`src/source/rom_pkg.sv`:
```
// *********************************************************************
// Shared ROM map constants and the SDRAM read word
// SDRAM addresses count 16-bit halfwords; loader addresses count bytes
// *********************************************************************
`default_nettype none

package rom_pkg;

    localparam int sdram_aw = 22;   // Halfword address width
    localparam int prom_aw  = 8;

    // Region bases in SDRAM, in halfwords
    localparam logic [sdram_aw-1:0] main_offset = 22'h0_0000;
    localparam logic [sdram_aw-1:0] char_offset = 22'h0_8000;
    localparam logic [sdram_aw-1:0] scr_offset  = 22'h1_0000;

    // Loader bytes from here on go to the priority PROM
    localparam logic [21:0] prom_start = 22'h4_0000;

    // One 32-bit read covers two halfwords, lowest address in the low bits
    typedef union packed {
        logic [3:0][7:0]  bytes;    // 8-bit consumers
        logic [1:0][15:0] halves;   // 16-bit consumers
    } sdram_word_t;

endpackage

`default_nettype wire
```
`src/source/rom_req_if.sv`:
```
// *********************************************************************
// Fetch request link between one slot cache and the read arbiter
// addr is an even halfword address; rdy is a single-cycle pulse
// *********************************************************************
`default_nettype none

interface rom_req_if import rom_pkg::*; ();

    logic                req;
    logic [sdram_aw-1:0] addr;
    logic                grant;
    logic                rdy;
    sdram_word_t         word;

    modport slot (
        output req,
        output addr,
        input  grant,
        input  rdy,
        input  word
    );

    modport arbiter (
        input  req,
        input  addr,
        output grant,
        output rdy,
        output word
    );

endinterface

`default_nettype wire

```
`src/source/rom_hub.sv`:
```
// *********************************************************************
// ROM hub top: loader download path, three cached read slots, arbiter
// SDRAM controller and refresh live outside; main and char are 8 bits
// *********************************************************************
`default_nettype none

module rom_hub import rom_pkg::*; #(
    parameter int main_aw = 18,
    parameter int char_aw = 15,
    parameter int scr_aw  = 17
) (
    input  logic                clk,
    input  logic                rst,
    input  logic                downloading,
    // Loader
    input  logic                ioctl_wr,
    input  logic [21:0]         ioctl_addr,
    input  logic [7:0]          ioctl_data,
    // SDRAM programming
    output logic [21:0]         prog_addr,
    output logic [7:0]          prog_data,
    output logic [1:0]          prog_mask,
    output logic                prog_we,
    // Priority PROM
    output logic                prom_we,
    output logic [prom_aw-1:0]  prom_addr,
    output logic [3:0]          prom_data,
    // SDRAM read port
    output logic                sdram_req,
    output logic [sdram_aw-1:0] sdram_addr,
    input  logic                sdram_ack,
    input  logic                data_rdy,
    input  logic [31:0]         data_read,
    // Consumers
    input  logic                main_cs,
    input  logic [main_aw-1:0]  main_addr,
    output logic [7:0]          main_data,
    output logic                main_ok,
    input  logic                char_cs,
    input  logic [char_aw-1:0]  char_addr,
    output logic [7:0]          char_data,
    output logic                char_ok,
    input  logic                scr_cs,
    input  logic [scr_aw-1:0]   scr_addr,
    output logic [15:0]         scr_data,
    output logic                scr_ok
);

    rom_req_if main_bus ();
    rom_req_if char_bus ();
    rom_req_if scr_bus ();

    rom_download u_download (
        .clk         ( clk         ),
        .rst         ( rst         ),
        .downloading ( downloading ),
        .ioctl_wr    ( ioctl_wr    ),
        .ioctl_addr  ( ioctl_addr  ),
        .ioctl_data  ( ioctl_data  ),
        .sdram_ack   ( sdram_ack   ),
        .prog_addr   ( prog_addr   ),
        .prog_data   ( prog_data   ),
        .prog_mask   ( prog_mask   ),
        .prog_we     ( prog_we     ),
        .prom_we     ( prom_we     ),
        .prom_addr   ( prom_addr   ),
        .prom_data   ( prom_data   )
    );

    rom_slot #(.aw(main_aw), .dw(8), .offset(main_offset)) u_main (
        .clk         ( clk         ),
        .rst         ( rst         ),
        .downloading ( downloading ),
        .cs          ( main_cs     ),
        .addr        ( main_addr   ),
        .data        ( main_data   ),
        .ok          ( main_ok     ),
        .bus         ( main_bus    )
    );

    rom_slot #(.aw(char_aw), .dw(8), .offset(char_offset)) u_char (
        .clk         ( clk         ),
        .rst         ( rst         ),
        .downloading ( downloading ),
        .cs          ( char_cs     ),
        .addr        ( char_addr   ),
        .data        ( char_data   ),
        .ok          ( char_ok     ),
        .bus         ( char_bus    )
    );

    rom_slot #(.aw(scr_aw), .dw(16), .offset(scr_offset)) u_scr (
        .clk         ( clk         ),
        .rst         ( rst         ),
        .downloading ( downloading ),
        .cs          ( scr_cs      ),
        .addr        ( scr_addr    ),
        .data        ( scr_data    ),
        .ok          ( scr_ok      ),
        .bus         ( scr_bus     )
    );

    rom_arbiter u_arbiter (
        .clk         ( clk         ),
        .rst         ( rst         ),
        .downloading ( downloading ),
        .main_bus    ( main_bus    ),
        .scr_bus     ( scr_bus     ),
        .char_bus    ( char_bus    ),
        .sdram_req   ( sdram_req   ),
        .sdram_addr  ( sdram_addr  ),
        .sdram_ack   ( sdram_ack   ),
        .data_rdy    ( data_rdy    ),
        .data_read   ( data_read   )
    );

endmodule

`default_nettype wire

```
`src/source/rom_arbiter.sv`:
```
// *********************************************************************
// Fixed priority main, scr, char on the single SDRAM read port
// Only one read outstanding; nothing is granted while downloading
// *********************************************************************
`default_nettype none

module rom_arbiter import rom_pkg::*; (
    input  logic                clk,
    input  logic                rst,
    input  logic                downloading,
    rom_req_if.arbiter          main_bus,
    rom_req_if.arbiter          scr_bus,
    rom_req_if.arbiter          char_bus,
    output logic                sdram_req,
    output logic [sdram_aw-1:0] sdram_addr,
    input  logic                sdram_ack,
    input  logic                data_rdy,
    input  sdram_word_t         data_read
);

    localparam logic [1:0] st_idle = 2'd0;
    localparam logic [1:0] st_req  = 2'd1;
    localparam logic [1:0] st_wait = 2'd2;

    localparam logic [1:0] sel_main = 2'd0;
    localparam logic [1:0] sel_scr  = 2'd1;
    localparam logic [1:0] sel_char = 2'd2;

    logic [1:0]          state;
    logic [1:0]          sel;
    logic [sdram_aw-1:0] sel_addr;
    logic                busy;
    logic                back;

    assign busy = state != st_idle;
    assign back = (state == st_wait) && data_rdy;

    always_comb begin
        case (sel)
            sel_main: sel_addr = main_bus.addr;
            sel_scr:  sel_addr = scr_bus.addr;
            default:  sel_addr = char_bus.addr;
        endcase
    end

    always_ff @(posedge clk) begin
        if (rst || downloading) begin
            state     <= st_idle;
            sdram_req <= 1'b0;
        end else begin
            case (state)
                st_idle: begin
                    if (main_bus.req || scr_bus.req || char_bus.req) begin
                        state <= st_req;
                    end
                end
                st_req: begin
                    if (!sdram_req) begin
                        sdram_req <= 1'b1;        // Edge after the grant
                    end else if (sdram_ack) begin
                        sdram_req <= 1'b0;
                        state     <= st_wait;
                    end
                end
                default: if (data_rdy) state <= st_idle;
            endcase
        end
    end

    // Winner latched on leaving idle
    always_ff @(posedge clk) begin
        if (state == st_idle) begin
            if (main_bus.req)     sel <= sel_main;
            else if (scr_bus.req) sel <= sel_scr;
            else                  sel <= sel_char;
        end
        if (state == st_req && !sdram_req) begin
            sdram_addr <= sel_addr;
        end
    end

    assign main_bus.grant = busy && (sel == sel_main);
    assign scr_bus.grant  = busy && (sel == sel_scr);
    assign char_bus.grant = busy && (sel == sel_char);

    // Returned word goes to every slot, rdy only to the owner
    assign main_bus.rdy  = back && (sel == sel_main);
    assign scr_bus.rdy   = back && (sel == sel_scr);
    assign char_bus.rdy  = back && (sel == sel_char);
    assign main_bus.word = data_read;
    assign scr_bus.word  = data_read;
    assign char_bus.word = data_read;

endmodule

`default_nettype wire

```
`src/source/rom_slot.sv`:
```
// *********************************************************************
// Read-only consumer port with a one-word cache, dw must be 8 or 16
// ok needs cs, no download in progress and a cached word covering addr
// *********************************************************************
`default_nettype none

module rom_slot import rom_pkg::*; #(
    parameter int                  aw     = 18,
    parameter int                  dw     = 8,
    parameter logic [sdram_aw-1:0] offset = '0
) (
    input  logic          clk,
    input  logic          rst,
    input  logic          downloading,
    input  logic          cs,
    input  logic [aw-1:0] addr,
    output logic [dw-1:0] data,
    output logic          ok,
    rom_req_if.slot       bus
);

    // Low address bits that pick a byte or halfword inside the word
    localparam int lsb = (dw == 8) ? 2 : 1;
    localparam int tw  = aw - lsb;

    sdram_word_t   cache;
    logic [tw-1:0] tag;
    logic          valid;
    logic          hit;
    logic          miss;
    logic          fill;

    assign hit  = valid && (tag == addr[aw-1:lsb]);
    assign miss = cs && !downloading && !hit;
    assign ok   = cs && !downloading && hit;   // Combinational, same cycle as addr
    assign fill = bus.req && bus.rdy && bus.grant;

    always_ff @(posedge clk) begin
        if (rst || downloading) begin
            valid   <= 1'b0;               // New content invalidates the cache
            bus.req <= 1'b0;
        end else if (fill) begin
            valid   <= 1'b1;
            bus.req <= 1'b0;
        end else if (miss && !bus.req) begin
            valid   <= 1'b0;               // Tag is about to change
            bus.req <= 1'b1;
        end
    end

    always_ff @(posedge clk) begin
        if (fill) begin
            cache <= bus.word;
        end
        if (miss && !bus.req) begin
            tag      <= addr[aw-1:lsb];
            // Two halfwords per tag step
            bus.addr <= offset + sdram_aw'({addr[aw-1:lsb], 1'b0});
        end
    end

    generate
        if (dw == 8) begin : g_byte
            assign data = cache.bytes[addr[1:0]];
        end else begin : g_half
            assign data = cache.halves[addr[0]];
        end
    endgenerate

endmodule

`default_nettype wire

```
`src/source/rom_download.sv`:
```
// *********************************************************************
// Loader bytes go to SDRAM below prom_start, to the PROM above it
// Loader writes must be spaced wider than one acknowledged SDRAM write
// *********************************************************************
`default_nettype none

module rom_download import rom_pkg::*; (
    input  logic               clk,
    input  logic               rst,
    input  logic               downloading,
    input  logic               ioctl_wr,
    input  logic [21:0]        ioctl_addr,
    input  logic [7:0]         ioctl_data,
    input  logic               sdram_ack,
    output logic [21:0]        prog_addr,
    output logic [7:0]         prog_data,
    output logic [1:0]         prog_mask,
    output logic               prog_we,
    output logic               prom_we,
    output logic [prom_aw-1:0] prom_addr,
    output logic [3:0]         prom_data
);

    logic loader_wr;
    logic is_prom;
    logic [21:0] prom_offset;

    assign loader_wr   = downloading && ioctl_wr;
    assign is_prom     = ioctl_addr >= prom_start;
    assign prom_offset = ioctl_addr - prom_start;

    // Control strobes
    always_ff @(posedge clk) begin
        if (rst) begin
            prog_we <= 1'b0;
            prom_we <= 1'b0;
        end else begin
            prom_we <= 1'b0;                  // Single-cycle pulse
            if (loader_wr && is_prom) begin
                prom_we <= 1'b1;
            end else if (loader_wr) begin
                prog_we <= 1'b1;
            end else if (prog_we && sdram_ack) begin
                prog_we <= 1'b0;              // Held until the controller takes it
            end
        end
    end

    // Write payload, captured with the strobe
    always_ff @(posedge clk) begin
        if (loader_wr && is_prom) begin
            prom_addr <= prom_offset[prom_aw-1:0];
            prom_data <= ioctl_data[3:0];     // PROM is 4 bits wide
        end else if (loader_wr) begin
            prog_addr <= {1'b0, ioctl_addr[21:1]};   // Byte to halfword
            prog_data <= ioctl_data;
            // Active low lane enables
            prog_mask <= ioctl_addr[0] ? 2'b01 : 2'b10;
        end
    end

endmodule

`default_nettype wire

```
`config.mk`:
```
export PLATFORM = sky130hd
export DESIGN_NAME = rom_hub
export DESIGN_NICKNAME = d
export VERILOG_FILES = /design/src/source/rom_pkg.sv /design/src/source/rom_req_if.sv /design/src/source/rom_hub.sv /design/src/source/rom_arbiter.sv /design/src/source/rom_slot.sv /design/src/source/rom_download.sv
export SDC_FILE = /design/constraint.sdc
export NUM_CORES = 1
export LEC_CHECK = 0
export BUFFER_PORTS_ARGS = -buffer_cell sky130_fd_sc_hd__buf_2
export CORE_MARGIN = 8
export CORE_UTILIZATION = 40
export CTS_CLUSTER_SIZE = 8
export DETAILED_ROUTE_END_ITERATION = 6
export SYNTH_ARGS = -nofsm -noshare
export SYNTH_HDL_FRONTEND = slang
export SYNTH_HIERARCHICAL = 1
export SYNTH_SLANG_ARGS = --single-unit
```
`constraint.sdc`:
```
create_clock -name clk -period 3.7 [get_ports clk]
set_clock_uncertainty 0.05 [all_clocks]
set_input_delay 0 -clock clk [delete_from_list [all_inputs] [get_ports clk]]
set_output_delay 0 -clock clk [all_outputs]
set_load 0.05 [all_outputs]
```
==> flow_metrics.env, run 1 <==
export IMPL_outcome="complete, no violations"
export IMPL_cts_buffers=31
export IMPL_final_nets=978
export IMPL_start_util_pct=40.4
export IMPL_whs_ps=139
export IMPL_switchingPower_mw=1.34
export IMPL_viasPerCell=4.62
export IMPL_sw_frac_of_total_pct=22.6
export IMPL_worstHoldPathType="input pin to flip-flop"
export IMPL_setup_viol=0
export IMPL_cts_repair_resize_count=0
export IMPL_grtUsageTotal_pct=15.2
export IMPL_dp_hpwl_mm=15.4
export IMPL_rows=56
export IMPL_crit_required_ps=4070
export IMPL_yosysSeqAreaShare_pct=69.0
export IMPL_wl_mm=22.3
export IMPL_ys_warn_count=6
export IMPL_cp_start_kind="flip-flop"
export IMPL_cp_common_cell="nor3_1"
export IMPL_cp_end_kind="flip-flop"
export IMPL_ant_nets=0
export IMPL_die_area_um2=28700
export IMPL_hold_start="ioctl_data[5]"
export IMPL_leakage_nw=4.54
export IMPL_ff2ff_path_depth=7
export IMPL_fin_crit_sh_pct=76.2
export IMPL_synth_area_leaders="edfxtp_1 67%, buf_4 9.4%, mux4_2 3.8%, dfxtp_1 2.3%, mux2i_1 2.3%"
export IMPL_grt_max_degree=49
export IMPL_hold_end="u_download/prog_data[5]"
export IMPL_crit_path_cell_trace="buf_4 -> nor3_1 -> and3_2 -> nor3_1 -> o21ai_0 -> dlygate4sd3_1 -> a21oi_1"
export IMPL_syn_area_per_cell_um2=16.0
export IMPL_antennaDiodeCount=0
export IMPL_fp_dieH_um=169
export IMPL_clockPowerShare_pct=42.9
export IMPL_slew_headroom_pct=26.4
export IMPL_syn_inst=589
export IMPL_p_seq_share_pct=47.4
export IMPL_clock_sink_count=220
export IMPL_rsz0062_at_grt="false"
export IMPL_peakVddDrop_mv=0.427
export IMPL_tightestPinTransition_ps=1100
export IMPL_synth_top_cell_by_area="edfxtp_1"
export IMPL_grt_pass1_vias=6120
export IMPL_io_pins=225
export IMPL_drive_gt1_share_pct=35.5
export IMPL_synth_common_cells="209 x edfxtp_1, 118 x buf_4, 27 x nand2_1, 23 x xor2_1"
export IMPL_crit_type="flip-flop to flip-flop"
export IMPL_fin_setup_tns_ps=0
export IMPL_clock_root_buffer="clkbuf_16"
export IMPL_grt_ovfl_total=0
export IMPL_dr_pass1_iters=5
export IMPL_cpPeakStageDelay_ps=760
export IMPL_synthToLayoutAreaGrowth_pct=29.7
export IMPL_antenna_found_initial=0
export IMPL_max_freq_ghz=0.355
export IMPL_r2r_slack_ps=880
export IMPL_clk_latency_ps=530
export IMPL_worstPathArrival_ps=3190
export IMPL_ys_ff_latch=220
export IMPL_drt_iter0_drc=294
export IMPL_drv_cap=0
export IMPL_cts_tree="done"
export IMPL_synthDistinctLibCells=46
export IMPL_synth_most_common_cell="edfxtp_1"
export IMPL_grt_pass1_wl_mm=34.0
export IMPL_synth_edf_count=209
export IMPL_synth_top_flop_cell="edfxtp_1"
export IMPL_path_max_fanout=34
export IMPL_hold_path_depth=2
export IMPL_worst_path_max_delay_cell="and3_2"
export IMPL_wl_per_cell_um=18.6
export IMPL_core_area_um2=23300
export IMPL_r2r_start="u_arbiter/sel[0]"
export IMPL_finalHoldViolCount=0
export IMPL_cts_htree_levels=1
export IMPL_finalCriticalPeriod_ps=2820
export IMPL_num_vias=5549
export IMPL_ctsLongestPathBuffers=3
export IMPL_r2r_end="u_main/bus.req"
export IMPL_die_x_um=169
export IMPL_powerDensity_nw_per_um2=487
export IMPL_async_flop_share_pct=0
export IMPL_power_mw=5.95
export IMPL_syn_area_um2=9420
export IMPL_drc=0
export IMPL_p_int_mw=4.61
export IMPL_portBuffers=223
export IMPL_path_clk_slew_ps=50
export IMPL_place_gp_congestion=0.800
export IMPL_combPwrFrac_pct=9.7
export IMPL_synth_top_area_share_pct=66.6
export IMPL_drv_slew=0
## cell type report
class | count | area, um^2
Clock inverter | 2 | 12.5
Fill cell | 1915 | 11100
Tap cell | 319 | 399
Timing Repair Buffer | 350 | 2380
Clock buffer | 56 | 880
Multi-Input combinational cell | 249 | 2030
Inverter | 5 | 18.8
Sequential cell | 220 | 6500
## how the worst max path moves through the flow
stage / startpoint / endpoint
2_1_floorplan: u_scr/tag[8] / u_scr/bus.addr[16]
3_3_place_gp: u_main/tag[15] / u_main/tag[9]
3_5_place_dp: u_arbiter/sel[1] / u_char/valid
4_1_cts: u_arbiter/sel[0] / u_main/bus.req
5_1_grt: u_arbiter/sel[0] / u_main/bus.req
6_report: u_arbiter/sel[0] / u_main/bus.req
## what timing repair did
action / CTS / global route
hold buffers: 123 / 0
endpoints found under the hold margin: 212 / 0
buffers inserted: 0 / 0
## worst max-delay path, delay by kind of cell (launching register included)
| kind | cells | cell delay (ps) |
|---|---|---|
| buffers and inverters | 2 | 900 |
| and+or+nand+nor | 3 | 1040 |
| AOI/OAI and AO/OA | 2 | 170 |
| DFF | 1 | 550 |
## sequential cells by signal (all words and copies together), names as in the netlist, 4 cells and up
| signal | flops |
|---|---|
| u_char/cache | 32 |
| u_arbiter/sdram_addr | 22 |
| u_char/bus.addr | 13 |
| u_scr/cache | 32 |
| u_scr/tag | 15 |
| u_download/prog_data | 8 |
| u_main/cache | 32 |
| u_download/prom_addr | 8 |
| u_main/tag | 16 |
| u_download/prog_addr | 21 |
| u_download/prom_data | 4 |
## cells in the final DEF (no fill, tap or decap), types with 2 or more instances in the layout
cell type,count
buf_2,223
edfxtp_1,209
dlygate4sd3_1,123
clkbuf_16,31
nand2_1,27
clkbuf_1,24
xor2_1,23
mux2i_1,22
xnor2_1,22
conb_1,21
o21ai_1,18
mux2_2,17
mux4_2,16
nor3_1,11
dfxtp_1,11
nor2_1,10
o21ai_0,7
nand4_1,7
nor4_2,6
inv_1,5
nand2b_1,4
buf_4,4
and3_2,3
o21a_1,3
nor2_2,2
nor2b_1,2
nor4_1,2
nor3_2,2
and2_1,2
a2111oi_2,2
a21oi_1,2
nand3_1,2
## cell families after synthesis
| logic type | count (synthesis) | share of synthesized area [%] |
|---|---|---|
| flip-flops | 220 | 69.0 |
| buffers and inverters | 136 | 10.4 |
| AND/OR/NAND/NOR | 86 | 5.17 |
| multiplexers | 55 | 8.19 |
| XOR/XNOR | 45 | 4.18 |
| AO/OA/AOI/OAI | 42 | 2.91 |
| other | 5 | 0.199 |
## stage by stage
| step | std cells | setup WS (ps) | util, % | instance area (um^2) |
|---|---|---|---|---|
| 3_5_place_dp | 1020 | 1310 | 43.3 | 10100 |
| 3_3_place_gp | 1020 | 1400 | 43.3 | 10100 |
| 2_1_floorplan | 605 | 462 | - | 9480 |
| 6_report | 1201 | 882 | 52.4 | 12200 |
| 4_1_cts | 1201 | 883 | 52.4 | 12200 |
| 5_1_grt | 1201 | 677 | 52.4 | 12200 |
## per-layer routing
layer,up-vias,track usage [%],routed length (um)
li1,2594,-,-
met1,2712,18.2,8970
met2,211,26.6,11400
met3,32,4.26,1590
met4,0,4.23,368
met5,-,0,0
## power groups by stage
stage                     clock [mW]  sequential (mW)  combinational (mW)
after floorplan                    0             2.94               0.306
final                           2.55             2.82               0.577
after global placement             0             2.87               0.466
after CTS                       2.61             2.82               0.575
after global routing            2.74             2.82               0.615
after detailed placement           0             2.87               0.475
Power figures use the tool's default switching activity.
==> inputs of run 2 (changes only) <==
--- a/config.mk
+++ b/config.mk
@@ -5,6 +5,7 @@
 export SDC_FILE = /design/constraint.sdc
 export NUM_CORES = 1
 export LEC_CHECK = 0
+export ABC_AREA = 1
 export BUFFER_PORTS_ARGS = -buffer_cell sky130_fd_sc_hd__buf_2
 export CORE_MARGIN = 8
 export CORE_UTILIZATION = 40
==> constraint.sdc (replaced) <==
create_clock -name clk -period 2.7 [get_ports clk]
set_clock_uncertainty 0.05 [all_clocks]
set_input_delay 0 -clock clk [delete_from_list [all_inputs] [get_ports clk]]
set_output_delay 0 -clock clk [all_outputs]
set_load 0.05 [all_outputs]
==> flow_metrics.env, run 2 <==
export IMPL_grt_busiest_layer="met2"
export IMPL_reg_top3="u_char/cache: 32 flops, u_main/cache: 32 flops, u_scr/cache: 32 flops"
export IMPL_cp_end_kind="primary output"
export IMPL_fin_setup_tns_ps=0
export IMPL_r2r_end="u_main/cache[15]"
export IMPL_r2r_slack_ps=800
export IMPL_peakVddDrop_mv=0.422
export IMPL_hold_start="ioctl_addr[17]"
export IMPL_synthDistinctLibCells=31
export IMPL_dr_pass1_iters=5
export IMPL_dpl_cell_count=1329
export IMPL_cts_buffers=31
export IMPL_fin_cells=1492
export IMPL_antenna_found_initial=1
export IMPL_core_area_um2=24900
export IMPL_worstHoldPathType="input pin to flip-flop"
export IMPL_clk_latency_ps=550
export IMPL_wl_mm=24.0
export IMPL_grt_pass1_wl_mm=37.3
export IMPL_dp_hpwl_mm=16.5
export IMPL_grtUsageTotal_pct=15.3
export IMPL_powerDensity_nw_per_um2=634
export IMPL_cp_start_kind="flip-flop"
export IMPL_crit_type="flip-flop to primary output"
export IMPL_layout_common_cells="223 x buf_2, 209 x edfxtp_1, 179 x nand2_1"
export IMPL_ctsLongestPathBuffers=3
export IMPL_finalCriticalPeriod_ps=2100
export IMPL_syn_area_per_cell_um2=11.4
export IMPL_start_util_pct=40.3
export IMPL_io_pins=225
export IMPL_gr_usage_met1_pct=18.8
export IMPL_async_flop_share_pct=0
export IMPL_r2r_start="u_arbiter/sel[1]"
export IMPL_synth_common_cells="209 x edfxtp_1, 179 x nand2_1, 120 x buf_4, 96 x inv_1, 84 x nor2_1"
export IMPL_die_x_um=174
export IMPL_outcome="complete, no violations"
export IMPL_place_area_um2=10700
export IMPL_design_area_um2=12700
export IMPL_drt_iter0_drc=393
export IMPL_hold_path_depth=2
export IMPL_max_freq_ghz=0.476
export IMPL_post_cts_buffers=0
export IMPL_use_met3_pct=4.21
export IMPL_yosysSeqAreaShare_pct=64.7
export IMPL_num_vias=6633
export IMPL_rsz0062_at_grt="false"
export IMPL_leakage_nw=5.48
export IMPL_n_fill_cell=2137
export IMPL_grt_use_met2_pct=25.6
export IMPL_tightestPinTransition_ps=716
export IMPL_drv_slew=0
export IMPL_viasPerCell=4.45
export IMPL_place_gp_congestion=0.873
export IMPL_synth_top_area_share_pct=62.5
export IMPL_ff2ff_path_depth=7
export IMPL_drive_gt1_share_pct=29.5
export IMPL_cts_htree_levels=1
export IMPL_synth_edf_count=209
export IMPL_grt_ovfl_total=0
export IMPL_ys_warn_count=6
export IMPL_worstPathArrival_ps=2050
export IMPL_cts_tree="done"
export IMPL_path_max_fanout=3
export IMPL_grt_pass1_vias=6833
export IMPL_clock_sink_count=220
export IMPL_hold_end="u_download/prog_addr[16]"
export IMPL_fp_dieH_um=174
export IMPL_synth_most_common_cell="edfxtp_1"
export IMPL_ant_nets=0
export IMPL_rows=58
export IMPL_final_common_cell="buf_2"
export IMPL_cpPeakStageDelay_ps=400
export IMPL_syn_inst=881
export IMPL_power_mw=8.08
export IMPL_seq_area_um2=6500
export IMPL_synth_top_flop_cell="edfxtp_1"
export IMPL_final_nets=1271
export IMPL_slew_headroom_pct=52.2
export IMPL_drc=0
export IMPL_crit_required_ps=2650
export IMPL_setup_viol=0
export IMPL_grt_max_degree=34
export IMPL_path_clk_slew_ps=50
export IMPL_syn_area_um2=10000
export IMPL_portBuffers=223
export IMPL_drv_cap=0
export IMPL_finalHoldViolCount=0
export IMPL_clock_root_buffer="clkbuf_16"
export IMPL_ys_ff_latch=220
export IMPL_wl_per_cell_um=16.1
export IMPL_worst_path_max_delay_cell="edfxtp_1"
export IMPL_synth_top_cell_by_area="edfxtp_1"
export IMPL_synthToLayoutAreaGrowth_pct=26.9
export IMPL_multi_input_area_um2=2240
export IMPL_crit_path_cell_trace="nand2_1 -> nand2_1 -> nor3b_1 -> nand4_1 -> nor2_1 -> nand3b_1 -> nor2_1 -> buf_2"
export IMPL_synth_area_leaders="edfxtp_1 63%, buf_4 9.0%, nand2_1 6.7%, inv_1 3.6%, nor2_1 3.1%"
export IMPL_die_area_um2=30400
export IMPL_fin_crit_sh_pct=77.8
run 2: cell count changes after synthesis, moves of 22 or more:
cell	delta
inv_1	+91
mux2i_1	-22
nand2_1	+152
nor2_1	+73
o21ai_0	+26
xor2_1	-23
run 2: report_power, final:
group          switching [mW]  internal (mW)  leakage [nW]
sequential             0.0361           3.82          1.99
clock                    1.33           2.06         0.406
combinational           0.516          0.311          3.07
total                    1.89           6.20          5.48
run 2: stage by stage:
| stage | setup slack [ps] | util (%) | hold WS [ps] |
|---|---|---|---|
| final | 601 | 51.2 | 105 |
| after global routing | 424 | 51.2 | 90.7 |
| after CTS | 585 | 51.2 | 77.4 |
| after detailed placement | 801 | 43.1 | 128 |
| after floorplan | 664 | - | 12.4 |
| after global placement | 840 | 43.1 | 126 |
run 2: cells by family after synthesis:
logic type / share of synthesized area [%]
and+or+nand+nor: 15.9
buffers and inverters: 13.6
DFF: 64.7
muxes: 1.79
other: 0.187
xor gates and xnor gates: 0.611
AOI/OAI and AO/OA: 3.20
run 2: area by class of cell:
cell class / instances / share of cell area (%)
Multi-Input combinational cell: 445 / 17.6
Tap cell: 330 / 3.24
Timing Repair Buffer: 350 / 18.6
Clock inverter: 2 / 0.187
Inverter: 102 / 3.00
Antenna cell: 1 / 0.0196
Clock buffer: 42 / 6.41
Sequential cell: 220 / 51.0
run 2: per-layer routing:
layer,share of wire (%),wire (um)
met3,7.4,1780
met2,48,11600
met4,2.8,681
met5,0,0
met1,41,9910
run 2: how the worst max path moves through the flow:
stage                           from          endpoint
finish                u_main/tag[12]           main_ok
global route          u_main/tag[12]           main_ok
CTS                   u_main/tag[12]           main_ok
detailed placement  u_arbiter/sel[1]    u_scr/cache[5]
global placement    u_arbiter/sel[1]  u_main/cache[21]
floorplan           u_arbiter/sel[1]    u_scr/cache[0]
run 2: what timing repair did:
action / CTS / global route
resized for setup: 0 / 0
hold endpoints to repair: 196 / 0
hold buffers: 118 / 0
run 2: critical path: cells and delay by family, from the launching register on:
kind / cells / cell delay (ps)
and+or+nand+nor: 7 / 790
DFF: 1 / 400
buffers and inverters: 1 / 300
